==> config.mk <==
export PLATFORM = sky130hd
export DESIGN_NAME = mem_arbiter
export DESIGN_NICKNAME = d
export VERILOG_FILES = /design/src/logic/nn_mem_pkg.sv /design/src/logic/nn_ctrl_pkg.sv /design/src/logic/mem_arbiter.sv
export SDC_FILE = /design/constraint.sdc
export NUM_CORES = 1
export LEC_CHECK = 0
export BUFFER_PORTS_ARGS = -buffer_cell sky130_fd_sc_hd__buf_2
export CAP_MARGIN = 40
export CORE_AREA = 2 2 102 104
export DETAILED_ROUTE_END_ITERATION = 7
export DIE_AREA = 0 0 104 106
export HOLD_SLACK_MARGIN = 0.05
export PLACE_DENSITY = 0.5
export SLEW_MARGIN = 10
export SYNTH_ARGS = -nofsm -noshare
export SYNTH_HDL_FRONTEND = slang
export SYNTH_SLANG_ARGS = --single-unit
==> constraint.sdc <==
create_clock -name clk -period 3.5 [get_ports clk]
set_input_delay 0.7 -clock clk [delete_from_list [all_inputs] [get_ports clk]]
set_output_delay 0.7 -clock clk [all_outputs]
set_load 0.01 [all_outputs]
==> src/logic/nn_mem_pkg.sv <==
`default_nettype none

package nn_mem_pkg;

	////////////////////////////////////////////////////////////
	// Memory geometry
	////////////////////////////////////////////////////////////

	// Weight address width, one word per address
	localparam int ADDR_W = 8;

	// Weight word width
	localparam int WORD_W = 32;

	// Number of stored weights
	localparam int DEPTH = 256;

	////////////////////////////////////////////////////////////
	// Base types
	////////////////////////////////////////////////////////////

	// Index into the weight memory
	typedef logic [ADDR_W-1:0] addr_t;

	// Stored weight, two's complement
	typedef logic signed [WORD_W-1:0] word_t;

	////////////////////////////////////////////////////////////
	// Channel payloads
	////////////////////////////////////////////////////////////

	// Read address channel payload
	typedef struct packed {
		addr_t addr;
	} rd_req_t;

	// Combined write request, address in the upper bits
	typedef struct packed {
		addr_t addr;
		word_t data;
	} wr_req_t;

endpackage

`default_nettype wire

==> src/logic/nn_ctrl_pkg.sv <==
`default_nettype none

package nn_ctrl_pkg;

	// Update delta, same width as a weight
	typedef logic signed [nn_mem_pkg::WORD_W-1:0] delta_t;

	// Update command, target weight and signed step
	typedef struct packed {
		nn_mem_pkg::addr_t addr;
		delta_t            delta;
	} upd_cmd_t;

	// Memory clients seen by the arbiter
	typedef enum logic [0:0] {
		CLIENT_HOST = 1'b0,
		CLIENT_UPD  = 1'b1
	} client_t;

	// Read-modify-write sequence of the updater
	typedef enum logic [1:0] {
		UPD_IDLE      = 2'd0,
		UPD_READ_REQ  = 2'd1,
		UPD_READ_WAIT = 2'd2,
		UPD_WRITE     = 2'd3
	} upd_state_t;

	// Saturation bounds of a signed word
	localparam nn_mem_pkg::word_t WORD_MAX = {1'b0, {(nn_mem_pkg::WORD_W-1){1'b1}}};
	localparam nn_mem_pkg::word_t WORD_MIN = {1'b1, {(nn_mem_pkg::WORD_W-1){1'b0}}};

endpackage

`default_nettype wire

==> src/logic/mem_arbiter.sv <==
`timescale 1ns/10ps
`default_nettype none

module mem_arbiter (
	input  logic                clk,
	input  logic                arst_n,

	// Host client
	input  nn_mem_pkg::rd_req_t host_rd,
	input  logic                host_rd_valid,
	output logic                host_rd_ready,
	output nn_mem_pkg::word_t   host_rd_data,
	output logic                host_rd_data_valid,
	input  logic                host_rd_data_ready,
	input  nn_mem_pkg::wr_req_t host_wr,
	input  logic                host_wr_valid,
	output logic                host_wr_ready,

	// Updater client
	input  nn_mem_pkg::rd_req_t upd_rd,
	input  logic                upd_rd_valid,
	output logic                upd_rd_ready,
	output nn_mem_pkg::word_t   upd_rd_data,
	output logic                upd_rd_data_valid,
	input  logic                upd_rd_data_ready,
	input  nn_mem_pkg::wr_req_t upd_wr,
	input  logic                upd_wr_valid,
	output logic                upd_wr_ready,

	// Memory side
	output nn_mem_pkg::rd_req_t mem_rd_addr,
	output logic                mem_rd_addr_valid,
	input  logic                mem_rd_addr_ready,
	input  nn_mem_pkg::word_t   mem_rd_data,
	input  logic                mem_rd_data_valid,
	output logic                mem_rd_data_ready,
	output nn_mem_pkg::addr_t   mem_wr_addr,
	output logic                mem_wr_addr_valid,
	input  logic                mem_wr_addr_ready,
	output nn_mem_pkg::word_t   mem_wr_data,
	output logic                mem_wr_data_valid,
	input  logic                mem_wr_data_ready
);

	nn_ctrl_pkg::client_t last;
	nn_ctrl_pkg::client_t rd_owner;
	logic                 lock;

	logic host_rd_req, host_wr_req;
	logic rd_gnt_upd, wr_gnt_upd;
	logic rd_fire, wr_fire, wr_room;
	nn_mem_pkg::wr_req_t wr_sel;

	////////////////////////////////////////////////////////////
	// Grants
	////////////////////////////////////////////////////////////

	// Host shut out during an update
	assign host_rd_req = host_rd_valid && !lock;
	assign host_wr_req = host_wr_valid && !lock;

	// Updater wins alone or when the host went last
	assign rd_gnt_upd = upd_rd_valid && (!host_rd_req || last == nn_ctrl_pkg::CLIENT_HOST);
	assign wr_gnt_upd = upd_wr_valid && (!host_wr_req || last == nn_ctrl_pkg::CLIENT_HOST);

	// Read address
	assign mem_rd_addr       = rd_gnt_upd ? upd_rd : host_rd;
	assign mem_rd_addr_valid = host_rd_req || upd_rd_valid;
	assign rd_fire           = mem_rd_addr_valid && mem_rd_addr_ready;
	assign upd_rd_ready      = rd_gnt_upd && mem_rd_addr_ready;
	assign host_rd_ready     = host_rd_req && !rd_gnt_upd && mem_rd_addr_ready;

	// Write, both halves offered together only when both can take them
	assign wr_room           = mem_wr_addr_ready && mem_wr_data_ready;
	assign wr_sel            = wr_gnt_upd ? upd_wr : host_wr;
	assign wr_fire           = (host_wr_req || upd_wr_valid) && wr_room;
	assign mem_wr_addr       = wr_sel.addr;
	assign mem_wr_data       = wr_sel.data;
	assign mem_wr_addr_valid = wr_fire;
	assign mem_wr_data_valid = wr_fire;
	assign upd_wr_ready      = wr_gnt_upd && wr_room;
	assign host_wr_ready     = host_wr_req && !wr_gnt_upd && wr_room;

	////////////////////////////////////////////////////////////
	// Response routing
	////////////////////////////////////////////////////////////

	assign host_rd_data       = mem_rd_data;
	assign upd_rd_data        = mem_rd_data;
	assign host_rd_data_valid = mem_rd_data_valid && rd_owner == nn_ctrl_pkg::CLIENT_HOST;
	assign upd_rd_data_valid  = mem_rd_data_valid && rd_owner == nn_ctrl_pkg::CLIENT_UPD;
	assign mem_rd_data_ready  = (rd_owner == nn_ctrl_pkg::CLIENT_UPD) ? upd_rd_data_ready
	                                                                  : host_rd_data_ready;

	// Round-robin history, read owner and update lock
	always_ff @(posedge clk or negedge arst_n) begin
		if (!arst_n) begin
			last     <= nn_ctrl_pkg::CLIENT_HOST;
			rd_owner <= nn_ctrl_pkg::CLIENT_HOST;
			lock     <= 1'b0;
		end else begin
			if (rd_fire) begin
				last     <= rd_gnt_upd ? nn_ctrl_pkg::CLIENT_UPD : nn_ctrl_pkg::CLIENT_HOST;
				rd_owner <= rd_gnt_upd ? nn_ctrl_pkg::CLIENT_UPD : nn_ctrl_pkg::CLIENT_HOST;
			end else if (wr_fire) begin
				last <= wr_gnt_upd ? nn_ctrl_pkg::CLIENT_UPD : nn_ctrl_pkg::CLIENT_HOST;
			end

			// Held from the updater read to its write
			if (upd_rd_valid && upd_rd_ready) begin
				lock <= 1'b1;
			end else if (upd_wr_valid && upd_wr_ready) begin
				lock <= 1'b0;
			end
		end
	end

	// No host grant for as long as the update holds the lock
	assert property (@(posedge clk) disable iff (!arst_n)
		lock |-> !(host_rd_ready || host_wr_ready));

endmodule

`default_nettype wire

# Word-level counts from Yosys, hierarchy flattened
# Cells that the tools add are included.
[word_totals]
register_bits = 3
in_bits = 140
word_cells = 42
[classes]
muxes = 9
bitwise_logic = 2
reduce_logical = 28
[ops]
columns = ["op", "count"]
rows = [
  ["40-bit two-way mux", 1],
  ["1-bit logical AND", 17],
  ["8-bit two-way mux", 1],
  ["1-bit two-way mux", 7],
  ["1-bit logical NOT", 5],
  ["1-bit logical OR", 4],
  ["2-bit nonzero test", 2],
  ["1-bit NOT", 2],
]

# Longest topological paths before layout
# Gate-level depths: netlist of run 1.
[logic_depth]
ltp_word = 9
depth_mapped = 4
mapped_depth_nobuf = 3

# Worst setup path after synthesis of run 1
# No wires, ideal clock.
[synth_path]
path_type = "in2out"
startpoint = "input port host_wr_valid"
endpoint = "output port mem_wr_addr[0]"
arrival_ps = 1545
path_slack_ps = 1255
stages = 4
path_cell_list = "nor2b_2 > a21bo_4 > buf_6 > mux2_4"
[synth_between]
elab_chain_cells = 5
[synth_lines]
columns = ["element", "line_no", "rtl"]
rows = [
  ["start, declared", "mem_arbiter.sv:16", "input logic host_wr_valid,"],
  ["1-bit logical AND", "mem_arbiter.sv:60", "assign host_wr_req = host_wr_valid && !lock;"],
  ["1-bit logical NOT", "mem_arbiter.sv:64", "assign wr_gnt_upd = upd_wr_valid && (!host_wr_req || last == nn_ctrl_pkg::CLIENT_HOST);"],
  ["1-bit logical OR", "mem_arbiter.sv:64", ""],
  ["1-bit logical AND", "mem_arbiter.sv:64", ""],
  ["40-bit two-way mux", "mem_arbiter.sv:75", "assign wr_sel = wr_gnt_upd ? upd_wr : host_wr;"],
  ["end, declared", "mem_arbiter.sv:37", "output nn_mem_pkg::addr_t mem_wr_addr,"],
]
# Every way passes these cells.

# Worst setup path after layout of run 1
[layout_path]
startpoint = "input port host_wr_valid"
endpoint = "output port mem_wr_addr[2]"
# The elaborated chain is that of the path after synthesis.

==> results of run 1 <==
==> state kept, by name, summed over array words and instances (netlist names) <==
signal	flops
last	1
lock	1
rd_owner	1
==> worst register-to-register path: stages, from the launching register on <==
cell,delay [ns]
dfrtp_1,0.44
nand3b_1,0.22
and3_1,0.26
a21o_1,0.17
==> placed cells by master (no fill, tap or decap), drive strengths merged <==
cell type / n
buf: 166
mux2: 49
nor2b: 4
clkbuf: 4
a21o: 3
dfrtp: 3
and3: 2
a21bo: 1
nand3b: 1
nand2: 1
or2: 1
o211a: 1
nand3: 1
a21oi: 1
nand4b: 1
nor2: 1
and2: 1
o21ai: 1
a32o: 1
==> power breakdown <==
group	internal, uW	leakage [uW]	switching, uW	total, uW
logic	176	0.00112	116	292
clock network	77.7	0.0000228	22.6	100
registers	40.3	0.0000340	8.63	48.9
total	294	0.00117	147	441
==> cells in the mapped netlist (all sizes together) <==
| library cell | n |
|---|---|
| a21bo | 1 |
| a21o | 3 |
| a21oi | 1 |
| a32o | 1 |
| and2 | 1 |
| and3 | 2 |
| buf | 69 |
| dfrtp | 3 |
| mux2 | 49 |
| nand2 | 1 |
| nand3 | 1 |
| nand3b | 1 |
| nand4b | 1 |
| nor2 | 1 |
| nor2b | 4 |
| o211a | 1 |
| o21ai | 1 |
| or2 | 1 |
==> per-layer routing <==
metal	GRT usage	routed length (um)	up-vias	share of wire
met5	0	0	-	0
met1	0.06421	1375	574	0.32
met4	0.03282	133	0	0.031
met2	0.1255	2065	139	0.49
met3	0.03311	662	18	0.16
li1	-	-	625	-
==> metrics by stage <==
| stage | instance area [um2] | total power [uW] | utilization | setup WS [ns] | hold slack (ns) |
|---|---|---|---|---|---|
| 2_1_floorplan | 1463 | 294.0 | - | 1.255 | 0.4044 |
| 3_3_place_gp | 1946 | 343.2 | 0.1946 | 0.7375 | 0.4988 |
| 3_5_place_dp | 1946 | 345.0 | 0.1946 | 0.7027 | 0.5005 |
| 4_1_cts | 1991 | 448.5 | 0.1991 | 0.7064 | 0.2732 |
| 5_1_grt | 1991 | 470.7 | 0.1991 | 0.6488 | 0.2755 |
| 6_report | 1991 | 440.9 | 0.1991 | 0.7250 | 0.2757 |
==> path summary, 6_finish.rpt <==
check                      slack, ns           from  cells after the start             end
max                             0.73  host_wr_valid                      6  mem_wr_addr[2]
min                             0.28         arst_n                      1        rd_owner
max reg2reg                     2.30           lock                      3            last
min reg2reg                     0.53       rd_owner                      1        rd_owner
max in group asynchronous       3.11         arst_n                      1            last
min in group clk                0.53       rd_owner                      1        rd_owner
==> layout make-up <==
cell class	instances	area, um2	share of cell area
sequential	3	75.07	0.03771
tap	136	170.2	0.08548
clock buffer	4	45.04	0.02263
timing repair buffer	166	845.8	0.4249
multi-input combinational	70	854.6	0.4293
==> logic make-up (layout without fill, tap and decap cells) <==
family / Yosys count / after routing / synth area share
multiplexers: 49 / 49 / 0.4799
buffers and inverters: 69 / 170 / 0.3644
flip-flops: 3 / 3 / 0.05132
AO/OA/AOI/OAI: 8 / 8 / 0.04704
AND/OR/NAND/NOR: 13 / 13 / 0.05732
==> metrics, run 1 <==
clock insertion delay at the later pin of the skew report 0.21 ns; HPWL Detailed 3822 um; DR pass1 iterations 2; crit path cell chain buf_2, nor2b_2, a21bo_4, buf_12, mux2_4, buf_2; fillers 1126; period utilization 0.7929; Die Span Y 106 um; # DRC 0; Final Hold Viols 0; Initial Util 0.1463; Least-Margin Pin Slew 0.3976 ns; pwr dens 221.5 nW/um2; Post-Syn Nets 282; Max Clock Freq 360.4 MHz; vias post-DR 1356; unrepaired setup endpoints after global routing false; H-tree depth 1; Routed WL 4237 um; drt wl/cell 11.18 um; Syn Inst Count 142; CTS tree built; CP max stage cell a21bo_4; type of the most critical hold path in2async; post-cts resize count 0; postcts setup bufs 0; # setup viols final 0; clock skew 0.001478 ns; status finished, final reports clean; MaxCap Viol Count 0; total CTS buffers 3; hold buffers post-CTS 0; CP Data Arrival Time 2.07 ns; grt ovf 0; Post-Syn Area 1463 um2; Placed Cells 375; # rows 37; initial DRC count 23; setup TNS 0 ns; first-pass GRT wire length 6251 um; fin crit period 2.775 ns; port bufs 165; CP required 2.80 ns; Crit path top cell by count buf_2; layout net count 384; pin count of the biggest net entering global routing 27; YS warnings 0; CP bufs+invs 3; clock sink count 3; I/O pin total 262; Crit Path Category in2out; mean number of vias per cell 3.578; P&R area growth vs syn 36.10%; relative slew slack 0.7322; Clock Pin Slew Worst Setup and Hold Paths 0.03 ns; total global-route track usage 0.06857; core area 10000 um2; die width 104 um; area leader, netlist mux2_4; CTS Root Cell clkbuf_8; crit path capture type output pin; Netlist cell types 21; Max stage delay on crit path 0.36 ns; vias in the first global route 1304; VDD IR max 0.07309 mV; die area 11020 um2; CTS max path bufs 2; Syn Area/Cell 10.30 um2; Synth Register Bits 3; part of the Yosys area used for sequential elements 0.05133; Synth area leaders mux2_4 (41%), buf_4 (33%), mux2_2 (6.9%); gp weighted congestion 0.7574; Slew Viols, Final 0; Worst path top cell family by delay buffers and inverters; n_diodes 0; CP startpoint kind primary input; Non-Filler Instances 379; Routed Antenna Nets 0; P_leak 0.001175 uW; layout cells sized above 1 0.9136; Synth top area share 0.4106; initial antenna violation count 0; crit-path max FO 26
Power figures use the tool's default switching activity.
==> run 2, diff against run 1 <==
CORE_AREA = 2 2 100 102   (was 2 2 102 104)
DIE_AREA = 0 0 102 104   (was 0 0 104 106)
PLACE_DENSITY = 0.53   (was 0.5)
clock period = 2.3 ns   (was 3.5 ns; I/O delays follow)
==> run 2 against run 1 <==
Power increased by 54%. Non-clock buffer count increased by 4. Core utilization increased by 1.2 points. Combinational power increased by 55%. Cell area increased by 1.4%. Wire length decreased by 6.1%. Global-route usage decreased by 0.77 points. Register-to-register slack got worse by 1.3 ns. Critical path type is now reg2out. Highest routed layer unchanged.
==> metrics, run 2 (synthesis results as in run 1) <==
drt wl/cell 10.47 um (was 11.18 um); Max Clock Freq 464.6 MHz; status finished, final reports clean (unchanged); most common cell after layout, fill and taps aside buf_2 (unchanged); Max stage delay on crit path 0.39 ns (was 0.36 ns); fillers 1089 (was 1126); VDD IR max 0.1306 mV (was 0.07309 mV); RR Endpoint last (unchanged); Least-Margin Pin Slew 0.3133 ns (was 0.3976 ns); total global-route track usage 0.06090 (was 0.06857); Crit. Startpoint lock (was host_wr_valid); unrepaired setup endpoints after global routing false (unchanged); mean number of vias per cell 3.576 (was 3.578); period utilization 0.9359; core area 9549 um2 (was 10000 um2); crit path capture type output pin (unchanged); biggest regs last: 1 flops, lock: 1 flops, rd_owner: 1 flops (unchanged); Crit Path Category reg2out (was in2out); first-pass GRT wire length 5382 um (was 6251 um); Crit path depth 5 (was 6); layout net count 388 (was 384); P_leak 0.001193 uW (was 0.001175 uW); Die Span Y 104 um (was 106 um); Final Hold Viols 0 (unchanged); fin crit period 2.153 ns; clock skew 0.0009368 ns (was 0.001478 ns); pin count of the biggest net entering global routing 26 (was 27); crit path cell chain nor2b_2, a21bo_4, buf_12, mux2_4, buf_2 (was buf_2, nor2b_2, a21bo_4, buf_12, mux2_4, buf_2); crit-path max FO 25 (was 26); CP bufs+invs 2 (was 3); CP Data Arrival Time 1.69 ns (was 2.07 ns); I/O pin total 262 (unchanged); type of the most critical hold path reg2reg (was in2async); die area 10610 um2 (was 11020 um2); die width 102 um (was 104 um); gp weighted congestion 0.6425 (was 0.7574); post-cts resize count 0 (unchanged); initial DRC count 37 (was 23); HPWL Detailed 3570 um (was 3822 um); setup TNS 0 ns (unchanged); n_diodes 0 (unchanged); H-tree depth 1 (unchanged); CP required 1.84 ns (was 2.80 ns); Routed Antenna Nets 0 (unchanged); # DRC 0 (unchanged); CP max stage cell dfrtp_1 (was a21bo_4); most frequent cells in the layout buf_2 (165), mux2_4 (40), mux2_2 (9) (unchanged); vias post-DR 1359 (was 1356); clock sink count 3 (unchanged); clock insertion delay at the later pin of the skew report 0.21 ns (about the same); CP startpoint kind flop (was primary input); MaxCap Viol Count 0 (unchanged); grt ovf 0 (unchanged); relative slew slack 0.7889 (was 0.7322); port bufs 165 (unchanged); Worst path top cell family by delay flip-flops (was buffers and inverters); R2R Path Start lock (unchanged); layout cells sized above 1 0.9109 (was 0.9136); CTS Root Cell clkbuf_8 (unchanged); Initial Util 0.1532 (was 0.1463); Slew Viols, Final 0 (unchanged); initial antenna violation count 0 (unchanged); # setup viols final 0 (unchanged); worst setup path end mem_wr_data[16] (was mem_wr_addr[2]); # rows 36 (was 37); Clock Pin Slew Worst Setup and Hold Paths 0.03 ns (about the same); DR pass1 iterations 4 (was 2); vias in the first global route 1250 (was 1304); Reg2Reg Depth 4 (was 3); pwr dens 335.5 nW/um2 (was 221.5 nW/um2); CTS max path bufs 2 (unchanged); Min Hold Slack 0.5401 ns (was 0.2757 ns); P&R area growth vs syn 38.07% (was 36.10%); CTS tree built (unchanged); Routed WL 3977 um (was 4237 um); total CTS buffers 3 (unchanged); r2r setup slk 1.04 ns (was 2.30 ns)
run 2: layer usage:
metal	up-vias	global-route usage	wire length (um)	share of wire
met3	6	0.01949	618	0.16
met1	591	0.06255	1402	0.35
met5	-	0	0	0
met4	0	0.01238	17	0.0043
li1	636	-	-	-
met2	126	0.1175	1938	0.49
run 2: how the worst min path moves through the flow:
stage                  start       end  slack (ns)  cells past startpoint
floorplan             arst_n      last        0.16                      0
global placement      arst_n  rd_owner        0.26                      1
global route        rd_owner  rd_owner        0.57                      1
detailed placement    arst_n      lock        0.26                      1
CTS                 rd_owner  rd_owner        0.55                      1
finish              rd_owner  rd_owner        0.54                      1
run 2: power by group:
| group | internal (uW) | switching [uW] |
|---|---|---|
| clock | 118 | 33.3 |
| sequential | 61.4 | 10.8 |
| combinational | 275 | 178 |
| total | 455 | 223 |
run 2: layout make-up:
type                       count  area [um2]  share of cell area
multi-input combinational     70       854.6              0.4232
clock buffer                   4       45.04             0.02230
sequential                     3       75.07             0.03717
timing repair buffer         170       878.3              0.4349
tap                          133       166.4             0.08240
run 2: metrics by stage:
stage	cell area [um2]	setup slack (ns)	power (uW)	utilization	instances
after floorplan	1463	0.5347	447.4	-	142
after detailed placement	1964	0.1668	532.3	0.2057	375
after CTS	2019	0.1194	692.7	0.2115	380
after global routing	2019	0.06684	726.8	0.2115	380
after global placement	1964	0.2008	524.6	0.2057	375
final	2019	0.1474	677.5	0.2115	380
run 2: repair_timing:
item | in CTS | in global routing
hold buffers | 1 | 0
buffers inserted | 0 | 0
endpoints found under the hold margin | 3 | 0
