<file path="src/logic/nn_mem_pkg.sv">
`default_nettype none

package nn_mem_pkg;

	////////////////////////////////////////////////////////////
	// Memory geometry
	////////////////////////////////////////////////////////////

	// Weight address width, one word per address
	localparam int ADDR_W = 8;

	// Weight word width
	localparam int WORD_W = 32;

	// Number of stored weights
	localparam int DEPTH = 256;

	////////////////////////////////////////////////////////////
	// Base types
	////////////////////////////////////////////////////////////

	// Index into the weight memory
	typedef logic [ADDR_W-1:0] addr_t;

	// Stored weight, two's complement
	typedef logic signed [WORD_W-1:0] word_t;

	////////////////////////////////////////////////////////////
	// Channel payloads
	////////////////////////////////////////////////////////////

	// Read address channel payload
	typedef struct packed {
		addr_t addr;
	} rd_req_t;

	// Combined write request, address in the upper bits
	typedef struct packed {
		addr_t addr;
		word_t data;
	} wr_req_t;

endpackage

`default_nettype wire

</file>
<file path="src/logic/nn_ctrl_pkg.sv">
`default_nettype none

package nn_ctrl_pkg;

	// Update delta, same width as a weight
	typedef logic signed [nn_mem_pkg::WORD_W-1:0] delta_t;

	// Update command, target weight and signed step
	typedef struct packed {
		nn_mem_pkg::addr_t addr;
		delta_t            delta;
	} upd_cmd_t;

	// Memory clients seen by the arbiter
	typedef enum logic [0:0] {
		CLIENT_HOST = 1'b0,
		CLIENT_UPD  = 1'b1
	} client_t;

	// Read-modify-write sequence of the updater
	typedef enum logic [1:0] {
		UPD_IDLE      = 2'd0,
		UPD_READ_REQ  = 2'd1,
		UPD_READ_WAIT = 2'd2,
		UPD_WRITE     = 2'd3
	} upd_state_t;

	// Saturation bounds of a signed word
	localparam nn_mem_pkg::word_t WORD_MAX = {1'b0, {(nn_mem_pkg::WORD_W-1){1'b1}}};
	localparam nn_mem_pkg::word_t WORD_MIN = {1'b1, {(nn_mem_pkg::WORD_W-1){1'b0}}};

endpackage

`default_nettype wire

</file>
<file path="src/logic/weight_updater.sv">
`timescale 1ns/10ps
`default_nettype none

module weight_updater (
	input  logic                  clk,
	input  logic                  arst_n,

	// Command port
	input  nn_ctrl_pkg::upd_cmd_t upd_cmd,
	input  logic                  upd_cmd_valid,
	output logic                  upd_cmd_ready,
	output logic                  upd_done,

	// Read side toward the arbiter
	output nn_mem_pkg::rd_req_t   rd,
	output logic                  rd_valid,
	input  logic                  rd_ready,
	input  nn_mem_pkg::word_t     rd_data,
	input  logic                  rd_data_valid,
	output logic                  rd_data_ready,

	// Write side toward the arbiter
	output nn_mem_pkg::wr_req_t   wr,
	output logic                  wr_valid,
	input  logic                  wr_ready
);

	nn_ctrl_pkg::upd_state_t state;

	// Latched command and the result to write back
	nn_ctrl_pkg::upd_cmd_t cmd_q;
	nn_mem_pkg::word_t     result_q;
	logic                  done_q;

	////////////////////////////////////////////////////////////
	// Saturating add
	////////////////////////////////////////////////////////////

	// One guard bit catches signed overflow
	logic signed [nn_mem_pkg::WORD_W:0] sum_ext;
	nn_mem_pkg::word_t                  sum_sat;

	assign sum_ext = {rd_data[nn_mem_pkg::WORD_W-1], rd_data}
	               + {cmd_q.delta[nn_mem_pkg::WORD_W-1], cmd_q.delta};

	always_comb begin
		sum_sat = sum_ext[nn_mem_pkg::WORD_W-1:0];
		// Guard and sign disagree on overflow
		if (sum_ext[nn_mem_pkg::WORD_W] != sum_ext[nn_mem_pkg::WORD_W-1]) begin
			sum_sat = sum_ext[nn_mem_pkg::WORD_W] ? nn_ctrl_pkg::WORD_MIN
			                                      : nn_ctrl_pkg::WORD_MAX;
		end
	end

	////////////////////////////////////////////////////////////
	// Channel outputs
	////////////////////////////////////////////////////////////

	assign upd_cmd_ready = state == nn_ctrl_pkg::UPD_IDLE;
	assign rd_valid      = state == nn_ctrl_pkg::UPD_READ_REQ;
	assign rd_data_ready = state == nn_ctrl_pkg::UPD_READ_WAIT;
	assign wr_valid      = state == nn_ctrl_pkg::UPD_WRITE;
	assign rd.addr       = cmd_q.addr;
	assign wr.addr       = cmd_q.addr;
	assign wr.data       = result_q;
	assign upd_done      = done_q;

	// Sequence control
	always_ff @(posedge clk or negedge arst_n) begin
		if (!arst_n) begin
			state  <= nn_ctrl_pkg::UPD_IDLE;
			done_q <= 1'b0;
		end else begin
			// Pulse in the cycle after the write is taken
			done_q <= wr_valid && wr_ready;
			case (state)
				nn_ctrl_pkg::UPD_IDLE: begin
					if (upd_cmd_valid) begin
						state <= nn_ctrl_pkg::UPD_READ_REQ;
					end
				end
				nn_ctrl_pkg::UPD_READ_REQ: begin
					if (rd_ready) begin
						state <= nn_ctrl_pkg::UPD_READ_WAIT;
					end
				end
				nn_ctrl_pkg::UPD_READ_WAIT: begin
					if (rd_data_valid) begin
						state <= nn_ctrl_pkg::UPD_WRITE;
					end
				end
				default: begin
					if (wr_ready) begin
						state <= nn_ctrl_pkg::UPD_IDLE;
					end
				end
			endcase
		end
	end

	// Command and result capture
	always_ff @(posedge clk) begin
		if (upd_cmd_valid && upd_cmd_ready) begin
			cmd_q <= upd_cmd;
		end
		if (rd_data_valid && rd_data_ready) begin
			result_q <= sum_sat;
		end
	end

	// Read data only shows up for the read in flight
	assert property (@(posedge clk) disable iff (!arst_n)
		rd_data_valid |-> state == nn_ctrl_pkg::UPD_READ_WAIT);

endmodule

`default_nettype wire

</file>
<file path="config.mk">
export PLATFORM = sky130hd
export DESIGN_NAME = weight_updater
export DESIGN_NICKNAME = d
export VERILOG_FILES = /design/src/logic/nn_mem_pkg.sv /design/src/logic/nn_ctrl_pkg.sv /design/src/logic/weight_updater.sv
export SDC_FILE = /design/constraint.sdc
export NUM_CORES = 1
export LEC_CHECK = 0
export ABC_AREA = 1
export BUFFER_PORTS_ARGS = -buffer_cell sky130_fd_sc_hd__buf_2
export CELL_PAD_IN_SITES_DETAIL_PLACEMENT = 1
export CELL_PAD_IN_SITES_GLOBAL_PLACEMENT = 1
export CORE_MARGIN = 2
export CORE_UTILIZATION = 36
export DETAILED_ROUTE_END_ITERATION = 10
export PLACE_DENSITY = 0.76
export SKIP_CTS_REPAIR_TIMING = 1
export SLEW_MARGIN = 20
export SYNTH_ARGS = -nofsm -noshare
export SYNTH_HDL_FRONTEND = slang
export SYNTH_SLANG_ARGS = --single-unit
</file>
<file path="constraint.sdc">
create_clock -name clk -period 2 [get_ports clk]
set_input_delay 0.5 -clock clk [delete_from_list [all_inputs] [get_ports clk]]
set_output_delay 0.5 -clock clk [all_outputs]
set_load 0.03 [all_outputs]
</file>
# Yosys cells after proc, flatten, opt, wreduce, memory -nomap -nowiden
# Index checks and enable logic that the tools add are counted.
totals:
  reg_bits: 75
  inputBits: 78
  word_cells: 26
op_classes:
  n_addsub: 1
  eq_ne: 7
  n_mux: 7
  reduce_logical: 6
ops:
  columns: ["operator", "count"]
  rows:
  - ["2-to-1 mux 32 bit", 2]
  - ["adder 32 x 32 -> 33 bit", 1]
  - ["2-to-1 mux 2 bit", 4]
  - ["case mux 2 bit (3 select lines)", 1]
  - ["equality test 2 bit, second input constant", 2]
  - ["!= test 2 bit, second input constant", 2]
  - ["AND reduction 4 bit", 1]
  - ["nonzero test 4 bit", 1]
  - ["logical AND 1 bit", 3]
  - ["equality test 2 x 1 -> 1 bit, second input constant", 1]
  - ["zero test 2 bit", 1]
  - ["!= test 2 x 1 -> 1 bit, second input constant", 1]
  - ["!= test 1 bit", 1]

# Depth between registers and ports, before layout
# Gate-level depths: netlist (run 1).
logic_depth:
  word_depth: 3
  mapped_depth: 18
  ltp_nobuf: 17

# Worst setup path after synthesis (run 1)
# OpenSTA, ideal clock, no wires.
synth_timing:
  path_type: "in2reg"
  start: "input rd_data[0]"
  end: "register result_q[21] (data pin)"
  setup_ns: 0.256
  arrival_time_ns: 2.080
  required_ns: 1.744
  slack_ns: -0.336
  stages: 16
  cell_sequence: "ha_1 inv_1 fa_1 inv_1 nand2_1 nand2_1 nand3_1 nand2_2 nand2_2 nand2_4 nand2_4 nand3_1 nand2_4 nand2_4 buf_6 o21ai_2"
synth_via:
  elab_chain_cells: 3
  elab_cells_between_ends: 4
  classes_between: "1 x add/sub; 1 x eq/ne; 2 x mux"
synth_lines:
  columns: ["item", "line", "text"]
  rows:
  - ["start: declaration", "weight_updater.sv:18", "input nn_mem_pkg::word_t rd_data,"]
  - ["adder 32 x 32 -> 33 bit (*)", "weight_updater.sv:44", "+ {cmd_q.delta[nn_mem_pkg::WORD_W-1], cmd_q.delta};"]
  - ["2-to-1 mux 32 bit or != test 1 bit (tied branches)", "weight_updater.sv:50, weight_updater.sv:49", null]
  - ["2-to-1 mux 32 bit (*)", "weight_updater.sv:49", "if (sum_ext[nn_mem_pkg::WORD_W] != sum_ext[nn_mem_pkg::WORD_W-1]) begin"]
  - ["named net sum_sat[21]", "weight_updater.sv:41", "nn_mem_pkg::word_t sum_sat;"]
  - ["end signal: assignment", "weight_updater.sv:107", "result_q <= sum_sat;"]
  - ["end: declaration", "weight_updater.sv:32", "nn_mem_pkg::word_t result_q;"]
# Mark *: on every way through the listed nets, which the timed path passes. The rest lies on a longest branch.
# A chain may end at the register's enable or synchronous reset.

# Worst setup path in the final report (run 1)
layout_timing:
  start: "register cmd_q[9] in the netlist's numbering"
  end: "register result_q[11] (data pin)"
layout_via:
  elab_chain_cells: 3
  elab_cells_between_ends: 4
  classes_between: "1 x add/sub; 1 x eq/ne; 2 x mux"
layout_lines:
  columns: ["item", "line", "text"]
  rows:
  - ["start: declaration", "weight_updater.sv:31", "nn_ctrl_pkg::upd_cmd_t cmd_q;"]
  - ["start signal: assignment", "weight_updater.sv:104", "cmd_q <= upd_cmd;"]
  - ["adder 32 x 32 -> 33 bit (*)", "weight_updater.sv:44", null]
  - ["2-to-1 mux 32 bit or != test 1 bit (tied branches)", "weight_updater.sv:50, weight_updater.sv:49", null]
  - ["2-to-1 mux 32 bit (*)", "weight_updater.sv:49", null]
  - ["named net sum_sat[11]", "weight_updater.sv:41", null]
# Marks and branches as above.

==> summary.md, run 1 <==
| Metric | Value |
|---|---|
| DR DRC count | 0 |
| Mapped Avg Cell Area | 8.40 um^2 |
| Area leader, netlist | edfxtp_1 |
| Worst-path clk slew | 0.06 ns |
| RePlAce Congestion | 0.910 |
| Final Critical Period | 2.35 ns |
| Crit path capture type | register |
| Reg-to-reg endpoint | result_q[11]$_DFFE_PP_ |
| Final Worst Setup Slack | -0.349 ns |
| Slew Viols, Final | 0 |
| Port bufs | 130 |
| GRT Residual Overflow | 0 |
| Register area share after synthesis | 43.7% |
| H-tree depth | 3 |
| Synth Register Bits | 75 |
| Core area | 13,900 um^2 |
| CTS root buffer | clkbuf_16 |
| RSZ-0062 raised after global routing | true |
| Setup violations, final | 32 |
| R2R cell count | 14 |
| Final hold vios | 0 |
| WL met3 | 619 um |
| P&R area growth vs syn | 54.3% |
| Placed Instances | 1,021 |
| GRT Total Usage | 20.6% |
| Worst setup SP type | register |
| Drt first pass iters | 4 |
| Reg2Reg Setup Slack | -0.35 ns |
| Sink count of the clock tree | 75 |
| # diodes | 0 |
| Worst relative slew slack | 72.0% |
| Fmax | 426 MHz |
| Synth top cells by count | nand2_1 (215), edfxtp_1 (72), inv_1 (69) |
| Max VDD drop | 0.631 mV |
| Met1 Wirelength | 7630 um |
| Setup Total Neg Slack | -10.09 ns |
| Ys Warns | 0 |
| Hold Path Stages | 1 |
| # IOs | 131 |
| Sequential Area | 2240 um^2 |
| Area of the multi-input gates | 3040 um^2 |
| Finished Core Util | 56.9% |
| Starting Density | 36.9% |
| Initial antenna violation count | 0 |
| Worst Setup SP | cmd_q[9]$_DFFE_PP_ |
| Synth area leaders | edfxtp_1 (42%), nand2_1 (16%), ha_1 (8.8%) |
| Number of max-cap violations | 0 |
| Largest net degree at the start of global routing | 33 |
| # fillers | 1,660 |
| Die H | 123 um |
| Setup Skew | 0.0125 ns |
| Library cells used by synthesis | 31 |
| Arrival @ worst endpoint | 2.45 ns |
| Clk buf depth | 2 |
| Top sig layer | met4 |
| Metal2 WL | 9150 um |
| CTS tree | yes |
| DR vias/cell | 4.79 |
| Main synth FF type | edfxtp_1 |
| Rows | 43 |
| Failing checks | negative setup slack |
| Die area | 15,200 um^2 |
| Most numerous cell in the Yosys netlist | nand2_1 |
| Clock Latency Late Sink | 0.36 ns |
| Synth async-reset ratio | 4.00% |
| Detailed Route WL | 17,900 um |
| Crit path max fanout | 5 |
| Flop pwr share | 26.2% |
| Status | complete, but fails checks |
| Clock share of power | 19.0% |
| Cells after Synth | 609 |
| Most numerous cell on the critical path | nand2_1 |
| Initial detailed-routing violation count | 198 |
| Worst Hold Class | in -> reg |
| Switching Share | 40.5% |
| Crit path largest cell delay | 0.46 ns |
| Internal power | 5.48 mW |
| Power per cell area | 1170 nW/um^2 |
| Post-Layout Cell Count | 1,058 |
| Layout cells sized above 1 | 47.0% |
| Nets | 988 |
| Global-route wire length before repair | 23,800 um |
| Post-synth EDFFs | 72 |
| Final Cycle Share | 117% |
| Post-route ant nets | 0 |
| Post-DP HPWL | 12,500 um |
| Slowest CP cell | edfxtp_1 |
| Setup crit end | result_q[11]$_DFFE_PP_ |
| Die W | 123 um |
| Mapped Area | 5120 um^2 |
| CP Cell Sequence | ha_4, nand2_1, inv_1, nand2_1, nand2_1, a21oi_1, nand2_2, nand2_4, nand2_2, nand2_4, buf_6, nand3_4, nand2_1, nand2_1 |
| CP Class | reg -> reg |
| Worst endpoint required time | 2.10 ns |
| Mapped Nets | 724 |
| DR vias | 5,071 |
| Combinational power share | 54.7% |
| Reg2reg start | cmd_q[9]$_DFFE_PP_ |
| Num CTS Buffers | 9 |
| Vias in the first global route | 5,068 |
| Worst slew pin tran | 0.419 ns |
| Worst hold slack | 0.317 ns |
| P_leak | 3.83 nW |
| Top-area cell type share of the netlist area | 42.2% |
| Wire per inst | 16.9 um |
| Net Sw Power | 3.74 mW |
==> cell type report <==
class | instances | share of cell area (%)
clock inverters | 2 | 0.761
flip-flops and latches | 75 | 28.3
multi-input cells | 441 | 38.6
clock buffers | 14 | 3.22
well taps | 180 | 2.85
inverters | 76 | 3.66
repair buffers | 270 | 22.6
==> how the worst min path moves through the flow <==
stage | from | to | slack (ns)
floorplan | arst_n | state[0]$_DFFE_PN0P_ | 0.20
global placement | arst_n | upd_done$_DFF_PN0_ | 0.29
detailed placement | arst_n | upd_done$_DFF_PN0_ | 0.30
CTS | arst_n | upd_done$_DFF_PN0_ | -0.07
global route | upd_cmd[3] | cmd_q[3]$_DFFE_PP_ | 0.31
finish | upd_cmd[3] | cmd_q[3]$_DFFE_PP_ | 0.32
==> cell families after synthesis <==
logic type               synth area share (%)
adder cells (fa/ha/maj)                  9.19
AO/OA/AOI/OAI                            7.38
AND/OR/NAND/NOR                          27.6
XOR/XNOR                                 3.08
flip-flops                               43.7
buffers and inverters                    9.02
==> state kept, by name (all words and copies together), names as in the netlist <==
name,cells
cmd_q,32
rd,8
result_q,32
state,2
upd_done,1
==> cells in the final DEF, fill, tap and decap left out, drive strengths merged <==
master       count
a21oi           34
buf            267
bufinv           2
clkbuf          16
clkinvlp         1
dfrtp            3
dlygate4sd3      1
edfxtp          72
fa               1
ha              36
inv             75
nand2          237
nand3           22
nand3b           8
nor2            52
nor3             1
nor4             2
o21ai           18
o21bai           8
o22ai            2
or2              2
xnor2            3
xor2            15
==> power groups by stage <==
stage | clock, mW | combinational [mW] | sequential, mW
after floorplan | 0 | 2.31 | 2.68
after global placement | 0 | 4.02 | 2.37
after detailed placement | 0 | 4.18 | 2.40
after CTS | 1.76 | 4.22 | 2.37
after global routing | 1.83 | 5.47 | 2.45
final | 1.75 | 5.04 | 2.42
==> stage by stage <==
step / worst slack (ns) / total power [mW] / instance area (um^2)
after CTS: -0.471 / 8.35 / 7110
after global routing: -0.444 / 9.74 / 7890
after floorplan: -0.244 / 5.00 / 5140
final: -0.349 / 9.21 / 7890
after detailed placement: -0.714 / 6.58 / 6800
after global placement: -0.640 / 6.40 / 6800
==> layer usage <==
layer | vias up | global-route usage [%]
li1 | 2497 | -
met5 | - | 0
met1 | 2411 | 26.5
met2 | 129 | 34.0
met3 | 34 | 2.91
met4 | 0 | 9.87
==> critical path: cells and delay by family (launching register included) <==
| kind | cells | cell delay (ns) |
|---|---|---|
| AO/OA/AOI/OAI | 1 | 0.18 |
| adder cells (fa/ha/maj) | 1 | 0.27 |
| AND/OR/NAND/NOR | 10 | 0.95 |
| buffers and inverters | 2 | 0.23 |
| flip-flops | 1 | 0.46 |
Power figures use the tool's default switching activity.
==> inputs of run 2 (changes only) <==
CORE_UTILIZATION = 30   (was 36)
PLACE_DENSITY = 0.65   (was 0.76)
==> run 2 against run 1 <==
  * The run still ends with negative setup slack left
  * Clock power decreased by 19%
  * Critical path depth rose by 1
  * First-iteration DRC count decreased by 40%
  * Wire length fell by 8.8%
  * Die area increased by 19%
  * Register-to-register slack about the same
  * Final cell count grew 2.5%
==> summary.md, run 2 (synthesis gave the netlist of run 1 again) <==
| Metric | Value |
|---|---|
| DR vias/cell | 4.49 |
| Crit path max fanout | 6 |
| # IOs | 131 |
| Initial detailed-routing violation count | 118 |
| Worst slack at placement | -0.636 ns |
| Switching Share | 41.7% |
| # diodes | 0 |
| RePlAce Congestion | 0.841 |
| Sequential Area | 2240 um^2 |
| Die W | 135 um |
| Status | complete, but fails checks |
| Worst setup SP type | register |
| Fmax | 428 MHz |
| Clock Latency Late Sink | 0.34 ns |
| DR DRC count | 0 |
| Initial antenna violation count | 0 |
| Slowest CP cell | edfxtp_1 |
| CP delay by family, top | simple AND/OR/NAND/NOR gates |
| GRT Residual Overflow | 0 |
| Area of the multi-input gates | 3000 um^2 |
| Power per cell area | 1130 nW/um^2 |
| CP bufs+invs | 3 |
| DR vias | 4,863 |
| Top sig layer | met4 |
| Internal power | 5.13 mW |
| Starting Density | 30.7% |
| Num CTS Buffers | 9 |
| Sink count of the clock tree | 75 |
| Detailed Route WL | 16,300 um |
| Post-route ant nets | 0 |
| Setup violations, final | 32 |
| Crit path largest cell delay | 0.42 ns |
| GRT Total Usage | 17.0% |
| # fillers | 1,986 |
| Net Sw Power | 3.68 mW |
| Die H | 135 um |
| Setup Skew | 0.00611 ns |
| H-tree depth | 3 |
| Max VDD drop | 0.429 mV |
| Most common cell after layout, fill and taps aside | nand2_1 |
| CTS tree | yes |
| Most numerous cell on the critical path | nand2_4 |
| Worst relative slew slack | 79.1% |
| Largest net degree at the start of global routing | 41 |
| Final Cell Area | 7760 um^2 |
| Worst-path clk slew | 0.06 ns |
| Nets | 976 |
| Post-DP HPWL | 12,600 um |
| Final Critical Period | 2.34 ns |
| Core area | 16,600 um^2 |
| Metal2 WL | 8430 um |
| Crit path capture type | register |
| Global-route wire length before repair | 23,800 um |
| Flop pwr share | 27.1% |
| Worst slew pin tran | 0.312 ns |
| Clock share of power | 16.1% |
| CP Cell Sequence | ha_4, buf_6, nand2_4, inv_2, nand2_2, nand2_2, nand2_2, nand2_4, a21oi_4, nand2_4, nand2_4, nand2_8, nand2_8, clkbuf_16, nand2_1 |
| Number of max-cap violations | 0 |
| Final Worst Setup Slack | -0.335 ns |
| Most frequent cells in the layout | nand2_1 (175), buf_2 (130), buf_4 (118), edfxtp_1 (72), inv_1 (66) |
| Placed Area | 6810 um^2 |
| Failing checks | negative setup slack |
| P&R area growth vs syn | 51.7% |
| Clk buf depth | 2 |
| Vias in the first global route | 5,007 |
| RSZ-0062 raised after global routing | true |
| P_leak | 3.75 nW |
| WL met3 | 549 um |
| Rows | 47 |
| Final Power | 8.81 mW |
| Combinational power share | 56.8% |
| Worst endpoint required time | 2.09 ns |
| Worst Hold Class | in -> reg |
| CP Class | reg -> reg |
| Slew Viols, Final | 0 |
| Die area | 18,100 um^2 |
| Final Cycle Share | 117% |
| Met1 Wirelength | 7120 um |
| Port bufs | 130 |
| Final hold vios | 0 |
| Arrival @ worst endpoint | 2.43 ns |
| CTS root buffer | clkbuf_16 |
| Wire per inst | 15.1 um |
| Layout cells sized above 1 | 47.0% |
| Drt first pass iters | 4 |
| Finished Core Util | 46.6% |
## run 2: cell count changes in the layout (fill, tap and decap cells not counted), moves of 3 or more
cell      change
buf_4        -14
nand2_2       +9
nand2_1      -16
nor2_1        +4
clkbuf_1      -3
ha_2          +7
nand2_4       +7
nand3_1       +3
ha_1          +4
nor2_2        -5
nand3_2       -4
ha_4         -11
## run 2: final timing paths
path | startpoint | end | slack (ns) | depth (start not counted)
min reg2reg | state[1]$_DFFE_PN0P_ | state[1]$_DFFE_PN0P_ | 0.65 | 2
max | cmd_q[19]$_DFFE_PP_ | result_q[18]$_DFFE_PP_ | -0.34 | 15
min in group asynchronous | arst_n | upd_done$_DFF_PN0_ | 0.49 | 2
max reg2reg | cmd_q[19]$_DFFE_PP_ | result_q[18]$_DFFE_PP_ | -0.34 | 15
max in group asynchronous | arst_n | state[1]$_DFFE_PN0P_ | 1.41 | 2
min | upd_cmd[36] | rd[4]$_DFFE_PP_ | 0.33 | 1
## run 2: per-layer routing
metal	up-vias	GRT usage, %
met5	-	0
met4	0	6.49
met3	11	2.70
met2	96	29.5
met1	2298	21.1
li1	2458	-
## run 2: worst register-to-register path, delay by kind of cell, from the launching register on
kind,cells,cell delay [ns]
buffers and inverters,3,0.34
AOI/OAI and AO/OA,1,0.25
and+or+nand+nor,10,0.81
DFF,1,0.42
adders and majority gates,1,0.28
## run 2: power groups by stage
stage | logic (mW) | clock network (mW) | registers (mW)
2_1_floorplan | 2.31 | 0 | 2.68
3_3_place_gp | 4.03 | 0 | 2.39
3_5_place_dp | 4.18 | 0 | 2.40
4_1_cts | 4.20 | 1.47 | 2.37
5_1_grt | 5.45 | 1.51 | 2.43
6_report | 5.00 | 1.42 | 2.39
## run 2: cell type report
type,instances,share of cell area [%]
multi-input combinational,441,38.6
tap,220,3.55
clock buffer,10,2.95
timing repair buffer,258,22.1
clock inverter,4,0.258
inverter,76,3.72
sequential,75,28.8
## run 2: per-stage QoR
| step | std cells | hold slack (ns) | TNS [ns] |
|---|---|---|---|
| global placement | 1055 | 0.295 | -16.46 |
| floorplan | 609 | 0.204 | -7.43 |
| detailed placement | 1055 | 0.299 | -18.74 |
| CTS | 1069 | -0.0720 | -11.91 |
| global route | 1084 | 0.321 | -13.30 |
| finish | 1084 | 0.332 | -9.66 |
==> inputs of run 3 (changes only) <==
CORE_MARGIN = 1.5   (was 2)
==> run 3 against run 2 <==
  * The flow still finishes with violations (negative setup slack)
  * Sequential share of layout area rose by 0.32 points
  * Setup slack improved by 0.018 ns
  * Power fell by 1.5%
  * Die area fell by 1.5%
  * Final area fell by 1.1%
  * Utilization fell by 0.52 points
  * Wire length fell by 2.4%
  * Via count fell by 0.97%
  * Final cell count rose by 0.28%
  * Combinational power fell by 4.6%
==> summary.md, run 3 (synthesis gave the netlist of run 1 again) <==
| Metric | Value |
|---|---|
| DR vias | 4,816 |
| Core area | 16,600 um^2 |
| Nets | 977 |
| Starting Density | 30.7% |
| Crit path max fanout | 5 |
| GRT Total Usage | 17.1% |
| Detailed Route WL | 15,900 um |
| RePlAce Congestion | 0.825 |
| GRT Residual Overflow | 0 |
| Reg-to-reg endpoint | result_q[17]$_DFFE_PP_ |
| Arrival @ worst endpoint | 2.42 ns |
| Final Cycle Share | 116% |
| Status | complete, but fails checks |
| DR vias/cell | 4.43 |
| Setup Skew | 0.00594 ns |
| # fillers | 2,004 |
| Final Worst Setup Slack | -0.318 ns |
| # diodes | 0 |
| Post-route ant nets | 0 |
| Most common cell after layout, fill and taps aside | nand2_1 |
| Setup Total Neg Slack | -8.82 ns |
| Final Power | 8.68 mW |
| Setup crit end | result_q[17]$_DFFE_PP_ |
| Slowest CP cell | edfxtp_1 |
| R2R cell count | 17 |
| Number of max-cap violations | 0 |
| Reg2Reg Setup Slack | -0.32 ns |
| Worst endpoint required time | 2.10 ns |
| Clock Latency Late Sink | 0.34 ns |
| CTS tree | yes |
| Layout cells sized above 1 | 44.4% |
| Die H | 134 um |
| Port bufs | 130 |
| Global-route wire length before repair | 23,600 um |
| Power per cell area | 1130 nW/um^2 |
| Drt first pass iters | 4 |
| Fmax | 431 MHz |
| Vias in the first global route | 4,847 |
| CP bufs+invs | 2 |
| Die area | 17,900 um^2 |
| Max VDD drop | 0.446 mV |
| Worst Hold Class | in -> reg |
| CTS root buffer | clkbuf_16 |
| Initial detailed-routing violation count | 143 |
| H-tree depth | 3 |
| Sink count of the clock tree | 75 |
| Largest net degree at the start of global routing | 41 |
| Worst slew pin tran | 0.280 ns |
| Die W | 134 um |
| Worst relative slew slack | 81.3% |
| Most frequent cells in the layout | nand2_1 (194), buf_2 (130), buf_4 (119), edfxtp_1 (72), inv_1 (66) |
| Initial antenna violation count | 0 |
| Crit path capture type | register |
| WP depth | 17 |
| Rows | 47 |
| CP Cell Sequence | ha_4, inv_2, fa_2, inv_2, nand2_2, nand2_2, nand3_2, nand2_2, nand2_2, nand2_4, nand2_4, nand2_4, nand2_4, nand2_8, nand3_2, nand2_1, nand2_1 |
| Worst-path clk slew | 0.06 ns |
| P_leak | 3.76 nW |
| Final Critical Period | 2.32 ns |
| DR DRC count | 0 |
| # IOs | 131 |
| Num CTS Buffers | 9 |
| Setup violations, final | 32 |
| Slew Viols, Final | 0 |
| Worst setup SP type | register |
| RSZ-0062 raised after global routing | true |
| Reg2reg start | cmd_q[0]$_DFFE_PP_ |
| Wire per inst | 14.7 um |
| Worst Setup SP | cmd_q[0]$_DFFE_PP_ |
| Final hold vios | 0 |
| CP Class | reg -> reg |
| CP delay by family, top | simple AND/OR/NAND/NOR gates |
| Clk buf depth | 2 |
| Failing checks | negative setup slack |
| Crit path largest cell delay | 0.38 ns |
| P&R area growth vs syn | 50.0% |
| Post-DP HPWL | 12,500 um |
==> run 3: layer usage <==
metal | vias up | part of all wire [%] | global-route usage [%]
li1 | 2465 | - | -
met1 | 2222 | 45 | 22.0
met2 | 108 | 49 | 28.9
met3 | 21 | 3.7 | 2.70
met4 | 0 | 2.0 | 6.04
met5 | - | 0 | 0
==> run 3: where the power goes <==
part,leakage [nW],switching [mW],internal [mW]
Clock,0.133,0.645,0.872
Combinational,2.92,2.79,1.98
Sequential,0.704,0.130,2.26
Total,3.76,3.57,5.11
==> run 3: worst min-delay path by stage <==
stage                      startpoint                   end  cells past startpoint
after detailed placement       arst_n    upd_done$_DFF_PN0_                      1
after floorplan                arst_n  state[0]$_DFFE_PN0P_                      0
after global routing      upd_cmd[36]       rd[4]$_DFFE_PP_                      1
after global placement         arst_n    upd_done$_DFF_PN0_                      1
after CTS                      arst_n    upd_done$_DFF_PN0_                      1
final                      upd_cmd[0]    cmd_q[0]$_DFFE_PP_                      1
==> run 3: layout make-up <==
cell class | count | area, um^2 | share of cell area (%)
Clock buffer | 12 | 246 | 3.21
Clock inverter | 4 | 26.3 | 0.342
Inverter | 76 | 289 | 3.77
Multi-Input combinational cell | 441 | 2880 | 37.5
Sequential cell | 75 | 2240 | 29.1
Tap cell | 220 | 275 | 3.59
Timing Repair Buffer | 259 | 1730 | 22.5
==> run 3: through the flow <==
step	area [um^2]	setup slack (ns)	hold WS, ns	utilization (%)	instances
after floorplan	5140	-0.244	0.204	-	609
after global routing	7680	-0.454	0.313	46.1	1087
final	7680	-0.318	0.327	46.1	1087
after CTS	7090	-0.466	-0.0747	42.6	1071
after detailed placement	6810	-0.643	0.299	40.9	1055
after global placement	6810	-0.525	0.294	40.9	1055
